**src/rtl/audio_pkg.sv**
```systemverilog
package audio_pkg;

    ////////////////////
    // sample and gain types

    typedef logic signed [23:0] sample_t;   // one pcm channel, 24 significant bits
    typedef logic signed [15:0] gain_t;     // q2.14, range -2.0 to just under 2.0

    ////////////////////
    // fixed point constants

    localparam int GAIN_FRAC = 14;                  // shift after multiply
    localparam gain_t GAIN_UNITY = 16'sh4000;       // 1.0 in q2.14

    localparam sample_t SAMPLE_MAX = 24'sh7f_ffff;  // clamp high
    localparam sample_t SAMPLE_MIN = 24'sh80_0000;  // clamp low

    // bit clocks per channel slot
    // 24 data bits msb first, rest zero
    localparam int SLOT_BITS = 32;

    ////////////////////
    // receiver fsm

    typedef enum logic [1:0] {
        RX_SYNC,    // waiting for first lrclk fall
        RX_LEFT,
        RX_RIGHT
    } rx_state_e;

endpackage

```
**src/rtl/frame_if.sv**
```systemverilog
`timescale 1ns/1ps

// one stereo frame per valid pulse, credit flows back
interface frame_if;

    logic               valid;  // single cycle frame strobe
    audio_pkg::sample_t left;
    audio_pkg::sample_t right;
    logic               credit; // one entry freed at receiver

    // sender spends a credit per valid
    modport sender (
        output valid,
        output left,
        output right,
        input  credit
    );

    // receiver takes every valid frame
    modport receiver (
        input  valid,
        input  left,
        input  right,
        output credit
    );

endinterface

```
**src/rtl/audio_processing.sv**
```systemverilog
`timescale 1ns/1ps

module audio_processing #(
    parameter int FIFO_DEPTH = 8,       // frames, power of two
    parameter int TX_SLOTS   = 2,       // transmitter holding slots
    parameter int BCLK_HALF  = 4        // dac half bit clock in clk cycles
) (
    input  logic             clk,
    input  logic             rst,
    // i2s in
    input  logic             i2s_bclk,
    input  logic             i2s_lrclk,
    input  logic             i2s_d,
    // dac out
    output logic             dac_bclk,
    output logic             dac_lrclk,
    output logic             dac_data,
    // cpu gain write
    input  logic             gain_wr,
    input  logic             gain_sel,
    input  audio_pkg::gain_t gain_data,
    // sticky status
    output logic             overflow,
    output logic             underrun
);

    frame_if rx_link ();        // receiver to fifo
    frame_if tx_in_link ();     // fifo to gain
    frame_if tx_out_link ();    // gain to transmitter

    i2s_to_pcm #(
        .FIFO_DEPTH (FIFO_DEPTH)
    ) i2s_rx (
        .clk      (clk),
        .rst      (rst),
        .bclk     (i2s_bclk),
        .lrclk    (i2s_lrclk),
        .data     (i2s_d),
        .tx       (rx_link.sender),
        .overflow (overflow)
    );

    frame_fifo #(
        .FIFO_DEPTH (FIFO_DEPTH),
        .TX_SLOTS   (TX_SLOTS)
    ) fifo (
        .clk (clk),
        .rst (rst),
        .wr  (rx_link.receiver),
        .rd  (tx_in_link.sender)
    );

    eq_gain eq (
        .clk       (clk),
        .rst       (rst),
        .gain_wr   (gain_wr),
        .gain_sel  (gain_sel),
        .gain_data (gain_data),
        .din       (tx_in_link.receiver),
        .dout      (tx_out_link.sender)
    );

    pcm_to_i2s #(
        .TX_SLOTS  (TX_SLOTS),
        .BCLK_HALF (BCLK_HALF)
    ) i2s_tx (
        .clk      (clk),
        .rst      (rst),
        .din      (tx_out_link.receiver),
        .bclk     (dac_bclk),
        .lrclk    (dac_lrclk),
        .data     (dac_data),
        .underrun (underrun)
    );

endmodule

```
**src/rtl/eq_gain.sv**
```systemverilog
`timescale 1ns/1ps

module eq_gain (
    input  logic             clk,
    input  logic             rst,
    input  logic             gain_wr,       // cpu write strobe
    input  logic             gain_sel,      // 0 left, 1 right
    input  audio_pkg::gain_t gain_data,
    frame_if.receiver        din,
    frame_if.sender          dout
);

    localparam int PROD_W = $bits(audio_pkg::sample_t) + $bits(audio_pkg::gain_t);
    localparam int QUOT_W = PROD_W - audio_pkg::GAIN_FRAC;

    typedef logic signed [PROD_W-1:0] prod_t;   // full 24x16 product

    audio_pkg::gain_t gain_l;
    audio_pkg::gain_t gain_r;
    prod_t            prod_l;
    prod_t            prod_r;
    logic             valid_s1;

    // drop fraction bits, truncation floors, then clamp
    function automatic audio_pkg::sample_t saturate(input prod_t prod);
        logic signed [QUOT_W-1:0] q;
        q = prod[PROD_W-1:audio_pkg::GAIN_FRAC];
        if (q > audio_pkg::SAMPLE_MAX) begin
            return audio_pkg::SAMPLE_MAX;
        end
        if (q < audio_pkg::SAMPLE_MIN) begin
            return audio_pkg::SAMPLE_MIN;
        end
        return audio_pkg::sample_t'(q);
    endfunction

    ////////////////////
    // gain regs and valid pipe

    always_ff @(posedge clk) begin
        if (rst) begin
            gain_l     <= audio_pkg::GAIN_UNITY;
            gain_r     <= audio_pkg::GAIN_UNITY;
            valid_s1   <= 1'b0;
            dout.valid <= 1'b0;
        end else begin
            if (gain_wr) begin
                if (gain_sel) begin
                    gain_r <= gain_data;
                end else begin
                    gain_l <= gain_data;
                end
            end
            valid_s1   <= din.valid;
            dout.valid <= valid_s1;     // 2 cycle fixed latency
        end
    end

    // stage one multiply, stage two shift and clamp
    always_ff @(posedge clk) begin
        if (din.valid) begin
            prod_l <= prod_t'(din.left) * prod_t'(gain_l);
            prod_r <= prod_t'(din.right) * prod_t'(gain_r);
        end
        if (valid_s1) begin
            dout.left  <= saturate(prod_l);
            dout.right <= saturate(prod_r);
        end
    end

    // no storage here, transmitter credit goes straight to the fifo
    assign din.credit = dout.credit;

endmodule

```
**src/rtl/frame_fifo.sv**
```systemverilog
`timescale 1ns/1ps

module frame_fifo #(
    parameter int FIFO_DEPTH = 8,       // power of two, 2 or more
    parameter int TX_SLOTS   = 2        // downstream holding slots
) (
    input  logic      clk,
    input  logic      rst,
    frame_if.receiver wr,
    frame_if.sender   rd
);

    localparam int PTR_W = $clog2(FIFO_DEPTH);
    localparam int CNT_W = $clog2(FIFO_DEPTH + 1);
    localparam int CRD_W = $clog2(TX_SLOTS + 1);

    audio_pkg::sample_t left_mem  [FIFO_DEPTH];
    audio_pkg::sample_t right_mem [FIFO_DEPTH];
    logic [PTR_W-1:0]   wr_ptr;
    logic [PTR_W-1:0]   rd_ptr;
    logic [CNT_W-1:0]   count;          // frames held
    logic [CRD_W-1:0]   dn_credits;     // free slots in transmitter
    logic               send;

    // oldest frame goes out once there is room downstream
    assign send = (count != '0) && (dn_credits != '0);

    ////////////////////
    // pointers and credits

    always_ff @(posedge clk) begin
        if (rst) begin
            wr_ptr     <= '0;
            rd_ptr     <= '0;
            count      <= '0;
            dn_credits <= CRD_W'(TX_SLOTS);
            rd.valid   <= 1'b0;
            wr.credit  <= 1'b0;
        end else begin
            wr_ptr     <= wr_ptr + PTR_W'(wr.valid);     // wraps, depth is 2^n
            rd_ptr     <= rd_ptr + PTR_W'(send);
            count      <= count + CNT_W'(wr.valid) - CNT_W'(send);
            dn_credits <= dn_credits - CRD_W'(send) + CRD_W'(rd.credit);
            rd.valid   <= send;
            wr.credit  <= send;     // slot freed by this send
        end
    end

    // storage
    always_ff @(posedge clk) begin
        if (wr.valid) begin
            left_mem[wr_ptr]  <= wr.left;
            right_mem[wr_ptr] <= wr.right;
        end
        if (send) begin
            rd.left  <= left_mem[rd_ptr];
            rd.right <= right_mem[rd_ptr];
        end
    end

endmodule

```
**src/rtl/i2s_to_pcm.sv**
```systemverilog
`timescale 1ns/1ps

module i2s_to_pcm #(
    parameter int FIFO_DEPTH = 8        // initial credits, space in the fifo
) (
    input  logic    clk,
    input  logic    rst,
    input  logic    bclk,               // async serial clock
    input  logic    lrclk,              // async, low = left
    input  logic    data,               // async serial data
    frame_if.sender tx,
    output logic    overflow            // sticky, frame dropped
);

    localparam int SAMPLE_BITS = $bits(audio_pkg::sample_t);
    localparam int CNT_W       = $clog2(audio_pkg::SLOT_BITS);
    localparam int CRD_W       = $clog2(FIFO_DEPTH + 1);

    logic [1:0]           bclk_sync;
    logic [1:0]           lrclk_sync;
    logic [1:0]           data_sync;
    logic                 bclk_prev;
    logic                 lr_prev;      // lrclk seen at last rising bclk
    logic                 bclk_rise;
    logic                 lr_edge;
    logic                 lr_fall;
    logic                 slot_done;
    logic                 push;
    audio_pkg::rx_state_e state;
    logic [CNT_W-1:0]     bit_cnt;      // data bits taken this slot
    logic [CRD_W-1:0]     credits;
    audio_pkg::sample_t   shreg;
    audio_pkg::sample_t   shreg_next;

    ////////////////////
    // input synchronizer

    always_ff @(posedge clk) begin
        bclk_sync  <= {bclk_sync[0], bclk};
        lrclk_sync <= {lrclk_sync[0], lrclk};
        data_sync  <= {data_sync[0], data};     // aligned with bclk
        bclk_prev  <= bclk_sync[1];
    end

    assign bclk_rise  = bclk_sync[1] & ~bclk_prev;
    assign lr_edge    = lrclk_sync[1] != lr_prev;
    assign lr_fall    = lr_edge & ~lrclk_sync[1];
    assign shreg_next = {shreg[SAMPLE_BITS-2:0], data_sync[1]};

    // 24th data bit of a slot, edge rise carries the old slot's last bit
    assign slot_done = bclk_rise && !lr_edge && (bit_cnt == CNT_W'(SAMPLE_BITS - 1));
    assign push      = slot_done && (state == audio_pkg::RX_RIGHT) && (credits != '0);

    ////////////////////
    // slot fsm and credits

    always_ff @(posedge clk) begin
        if (rst) begin
            state    <= audio_pkg::RX_SYNC;
            bit_cnt  <= '0;
            lr_prev  <= 1'b0;
            credits  <= CRD_W'(FIFO_DEPTH);
            tx.valid <= 1'b0;
            overflow <= 1'b0;
        end else begin
            tx.valid <= push;
            credits  <= credits - CRD_W'(push) + CRD_W'(tx.credit);
            if (slot_done && state == audio_pkg::RX_RIGHT && credits == '0) begin
                overflow <= 1'b1;   // no room, frame lost
            end
            if (bclk_rise) begin
                lr_prev <= lrclk_sync[1];
                if (lr_edge) begin
                    bit_cnt <= '0;  // msb follows one bit clock later
                    case (state)
                        audio_pkg::RX_SYNC: begin
                            if (lr_fall) begin
                                state <= audio_pkg::RX_LEFT;
                            end
                        end
                        default: begin
                            state <= lrclk_sync[1] ? audio_pkg::RX_RIGHT : audio_pkg::RX_LEFT;
                        end
                    endcase
                end else if (bit_cnt != CNT_W'(SAMPLE_BITS)) begin
                    bit_cnt <= bit_cnt + 1'b1;  // stops after lsb, padding ignored
                end
            end
        end
    end

    // deserializer and frame payload
    always_ff @(posedge clk) begin
        if (bclk_rise) begin
            shreg <= shreg_next;
        end
        if (slot_done && state == audio_pkg::RX_LEFT) begin
            tx.left <= shreg_next;
        end
        if (slot_done && state == audio_pkg::RX_RIGHT) begin
            tx.right <= shreg_next;     // lands with valid
        end
    end

endmodule

```
**src/rtl/pcm_to_i2s.sv**
```systemverilog
`timescale 1ns/1ps

module pcm_to_i2s #(
    parameter int TX_SLOTS  = 2,        // holding buffer depth
    parameter int BCLK_HALF = 4         // clk cycles per half bit clock
) (
    input  logic      clk,
    input  logic      rst,
    frame_if.receiver din,
    output logic      bclk,
    output logic      lrclk,            // low = left
    output logic      data,
    output logic      underrun          // sticky, silence sent
);

    localparam int SAMPLE_BITS = $bits(audio_pkg::sample_t);
    localparam int BIT_W       = $clog2(audio_pkg::SLOT_BITS);
    localparam int DIV_W       = (BCLK_HALF > 1) ? $clog2(BCLK_HALF) : 1;
    localparam int PTR_W       = (TX_SLOTS > 1) ? $clog2(TX_SLOTS) : 1;
    localparam int CNT_W       = $clog2(TX_SLOTS + 1);

    audio_pkg::sample_t hold_l [TX_SLOTS];
    audio_pkg::sample_t hold_r [TX_SLOTS];
    logic [PTR_W-1:0]   wr_ptr;
    logic [PTR_W-1:0]   rd_ptr;
    logic [CNT_W-1:0]   count;          // frames waiting
    logic [DIV_W-1:0]   div_cnt;
    logic [BIT_W-1:0]   bit_cnt;        // bit position in slot
    logic               half_tick;
    logic               bclk_fall;
    logic               slot_end;
    logic               left_start;
    logic               take;
    audio_pkg::sample_t shreg;          // current slot, msb out first
    audio_pkg::sample_t right_next;     // right half of the playing frame

    // holding buffer depth need not be 2^n
    function automatic logic [PTR_W-1:0] next_ptr(input logic [PTR_W-1:0] p);
        return (p == PTR_W'(TX_SLOTS - 1)) ? '0 : p + 1'b1;
    endfunction

    assign half_tick  = div_cnt == DIV_W'(BCLK_HALF - 1);
    assign bclk_fall  = half_tick && bclk;
    assign slot_end   = bclk_fall && (bit_cnt == BIT_W'(audio_pkg::SLOT_BITS - 1));
    assign left_start = slot_end && lrclk;             // lrclk about to fall
    assign take       = left_start && (count != '0);

    ////////////////////
    // clocks, serializer, buffer control

    always_ff @(posedge clk) begin
        if (rst) begin
            div_cnt    <= '0;
            bclk       <= 1'b0;
            lrclk      <= 1'b0;
            bit_cnt    <= '0;
            data       <= 1'b0;
            shreg      <= '0;
            right_next <= '0;
            wr_ptr     <= '0;
            rd_ptr     <= '0;
            count      <= '0;
            din.credit <= 1'b0;
            underrun   <= 1'b0;
        end else begin
            div_cnt <= half_tick ? '0 : div_cnt + 1'b1;
            if (half_tick) begin
                bclk <= ~bclk;
            end
            if (bclk_fall) begin
                bit_cnt <= slot_end ? '0 : bit_cnt + 1'b1;
                if (slot_end) begin
                    lrclk <= ~lrclk;
                    data  <= 1'b0;  // last bit of old slot is padding
                    if (lrclk) begin
                        shreg      <= take ? hold_l[rd_ptr] : '0;
                        right_next <= take ? hold_r[rd_ptr] : '0;
                    end else begin
                        shreg <= right_next;
                    end
                end else begin
                    data  <= shreg[SAMPLE_BITS-1];
                    shreg <= {shreg[SAMPLE_BITS-2:0], 1'b0};  // zeros after lsb
                end
            end
            if (din.valid) begin
                wr_ptr <= next_ptr(wr_ptr);
            end
            if (take) begin
                rd_ptr <= next_ptr(rd_ptr);
            end
            count      <= count + CNT_W'(din.valid) - CNT_W'(take);
            din.credit <= take;     // slot handed back to fifo
            if (left_start && count == '0) begin
                underrun <= 1'b1;
            end
        end
    end

    // holding slots
    always_ff @(posedge clk) begin
        if (din.valid) begin
            hold_l[wr_ptr] <= din.left;
            hold_r[wr_ptr] <= din.right;
        end
    end

endmodule

```
**config.mk**
```make
export PLATFORM = sky130hd
export DESIGN_NAME = audio_processing
export DESIGN_NICKNAME = d
export VERILOG_FILES = /design/src/rtl/audio_pkg.sv /design/src/rtl/frame_if.sv /design/src/rtl/audio_processing.sv /design/src/rtl/eq_gain.sv /design/src/rtl/frame_fifo.sv /design/src/rtl/i2s_to_pcm.sv /design/src/rtl/pcm_to_i2s.sv
export SDC_FILE = /design/constraint.sdc
export NUM_CORES = 2
export LEC_CHECK = 0
export ABC_AREA = 1
export ABC_CLOCK_PERIOD_IN_PS = 8600
export BUFFER_PORTS_ARGS = -buffer_cell sky130_fd_sc_hd__buf_2
export CAP_MARGIN = 5
export CORE_UTILIZATION = 60
export DETAILED_ROUTE_END_ITERATION = 10
export PLACE_DENSITY = 0.84
export SLEW_MARGIN = 10
export SYNTH_ARGS = -nofsm -noshare
export SYNTH_HDL_FRONTEND = slang
export SYNTH_SLANG_ARGS = --single-unit
```
**constraint.sdc**
```tcl
create_clock -name clk -period 8.6 [get_ports clk]
set_input_delay 0.43 -clock clk [delete_from_list [all_inputs] [get_ports clk]]
set_output_delay 0.43 -clock clk [all_outputs]
set_load 0.02 [all_outputs]
```
==> flow_metrics.tcl <==
set metrics [dict create \
    worst_setup_path_end_kind "flip-flop" \
    vias 41400 \
    drc 0 \
    wl_per_cell_um 18.9 \
    synth_largest_area_cell "edfxtp_1" \
    overflow 0 \
    netlist_area_mm2 0.0598 \
    ys_ff_latch 832 \
    synthTopCellsByArea "edfxtp_1 (35%), fa_1 (25%), inv_1 (8.7%)" \
    dp_slack_ns 2.04 \
    yosys.area.top_type_share_pct 35.1 \
    path_clk_slew_ns 0.07 \
    finalHoldViolCount 0 \
    hold_start "gain_data[2]" \
    antenna_found_initial 3 \
    slew-limit-headroom_pct 14.2 \
    cp_max_fo 25 \
    tightest_slew_ns 1.28 \
    dieArea_mm2 0.101 \
    min_period_ns 6.67 \
    max_freq_mhz 150 \
    io_pins 28 \
    rsz0062_at_grt "false" \
    hp-class "input port to flip-flop" \
    yosysWarnings 0 \
    chipWidth_um 318 \
    setup_viol 0 \
    start_kind "flip-flop" \
    cts_num_sinks 832 \
    post_cts_resized 0 \
    cts_max_level 3 \
    clkLatencyLatePin_ns 0.65 \
    critical_path_class "flip-flop to flip-flop" \
    hpwl_um 96900 \
    drt-total-wl_um 139000 \
    rows 115 \
    startpoint "eq.gain_r[5]" \
    cts_buffers 78 \
    status "finished clean" \
    drt-initial-drc-count 4394 \
    gp_congestion 0.994 \
    drive_gt1_share_pct 4.16 \
    ys_seq_area_share_pct 39.6 \
    yosysUniqueCellTypes 43 \
    grt_pass1_vias 43400 \
    report.final.slew_viol_count 0 \
    clk_path_buf_depth 3 \
    mostFrequentLayoutCells "inv_1 (1378), nand2_1 (1126), fa_1 (748), edfxtp_1 (699), nor2_1 (620)" \
    grt_max_degree 109 \
    async_flop_share_pct 0 \
    ant_nets 0 \
    coreArea_mm2 0.0986 \
    setup_ws_ns 1.93 \
    grt_pass1_wl_um 224000 \
    vias_per_cell 5.59 \
    synth_cells 6191 \
    syn2layout_area_growth_pct 6.20 \
    layout.nets 7024 \
    synth_edf_count 699 \
    skew_ns 0.0317 \
    r2r_start "eq.gain_r[5]" \
    root_buffer "clkbuf_16" \
    avgSynthCellArea_um2 9.65 \
    cts_tree "done" \
    dieHeight_um 318 \
    post-route-period-util_pct 77.6 \
    n_fill_cell 7071 \
    port_buffers 27 \
    setup_tns_ns 0 \
    crit_arrival_ns 7.08 \
    cp.required_ns 9.01 \
    first_pass_iters 8 \
    drv_cap 0 \
    synth_nets 7176 \
    grt_util_all_layers_pct 28.1 \
    ys.flop_type "edfxtp_1" \
    layout_commonest_cell "inv_1" \
    start_util_pct 60.6 \
]
==> worst max-delay path: stages (launching register included) <==
cell     delay (ns)
dfxtp_1        1.09
nand2_1        0.29
fa_1           0.59
inv_1          0.07
fa_1           0.51
inv_1          0.28
fa_1           0.50
fa_1           0.57
fa_1           0.45
fa_1           0.49
inv_1          0.04
ha_1           0.39
nand2_1        0.10
inv_1          0.08
nand3_1        0.12
nor4_1         0.47
nand3_1        0.18
nand3_1        0.13
nand2_1        0.06
==> cell usage after synthesis (5+ instances only) <==
library cell	count
edfxtp_1	699
ha_1	214
clkbuf_1	270
o21bai_1	11
inv_2	5
mux2i_1	23
o21ai_1	19
or2_2	38
nand3_1	102
nor2_1	631
inv_1	1382
fa_1	748
o21ai_0	294
xor2_1	38
a31oi_1	52
o211ai_1	25
buf_1	15
dfxtp_1	133
nand4_1	13
o21a_1	5
a21oi_1	204
nor3_1	28
buf_2	8
a21o_1	11
xnor2_1	15
nand2_1	1126
o22ai_1	48
==> per-layer routing <==
metal / up-vias / GRT usage, % / wire length, um
met5: - / 0 / 23
met4: 4 / 10.4 / 4820
met3: 371 / 5.55 / 14400
met2: 2175 / 46.7 / 67300
met1: 20200 / 36.6 / 52800
li1: 18700 / - / -
==> through the flow <==
stage | hold slack, ns | util, % | cell area (um^2) | std cells
2_1_floorplan | 0.310 | - | 59800 | 6191
3_3_place_gp | 0.314 | 61.6 | 60700 | 7242
3_5_place_dp | 0.315 | 61.6 | 60700 | 7242
4_1_cts | 0.00262 | 64.4 | 63500 | 7392
5_1_grt | 0.0261 | 64.4 | 63500 | 7392
6_report | 0.0313 | 64.4 | 63500 | 7394
==> state kept, by name, indices dropped and copies added (netlist names), 26 cells and up, named ones only <==
register and cells:
eq.prod_r 26, fifo.right_mem 192, i2s_tx.hold_r 48, eq.prod_l 26, fifo.left_mem 192, i2s_tx.hold_l 48
==> timing repair <==
item	in CTS	in global routing
hold endpoints to repair	4	0
setup endpoints to repair	0	0
buffers inserted	0	0
hold buffers	4	0
==> final cells by class <==
class                           count  area (um^2)  share of cell area, %
Tap cell                         1287         1610                   2.54
Timing Repair Buffer               65          430                  0.678
Clock buffer                       96         2120                   3.34
Inverter                         1389         5220                   8.22
Antenna cell                        2         5.00                0.00789
Clock inverter                     50          584                  0.921
Multi-Input combinational cell   3673        29800                   47.0
Sequential cell                   832        23700                   37.3
==> kinds of logic after synthesis <==
| group | count (synthesis) | share of synthesized area [%] |
|---|---|---|
| compound gates | 682 | 6.21 |
| xor+xnor | 53 | 0.777 |
| fa+ha+maj | 962 | 29.5 |
| buf+inv | 1686 | 10.7 |
| flops | 832 | 39.6 |
| mux | 23 | 0.385 |
| simple gates | 1953 | 12.9 |
==> final timing paths <==
| path | depth (start not counted) | slack, ns | end |
|---|---|---|---|
| setup / recovery | 18 | 1.93 | eq.prod_r[39] |
| hold / removal | 3 | 0.03 | eq.gain_l[2] |
| setup reg to reg | 18 | 1.93 | eq.prod_r[39] |
| hold reg to reg | 0 | 0.33 | i2s_rx.data_sync[1] |
Power is left out: the tool's default activity adds up to more than one toggle a clock period on the data nets, which glitch-free logic cannot reach.
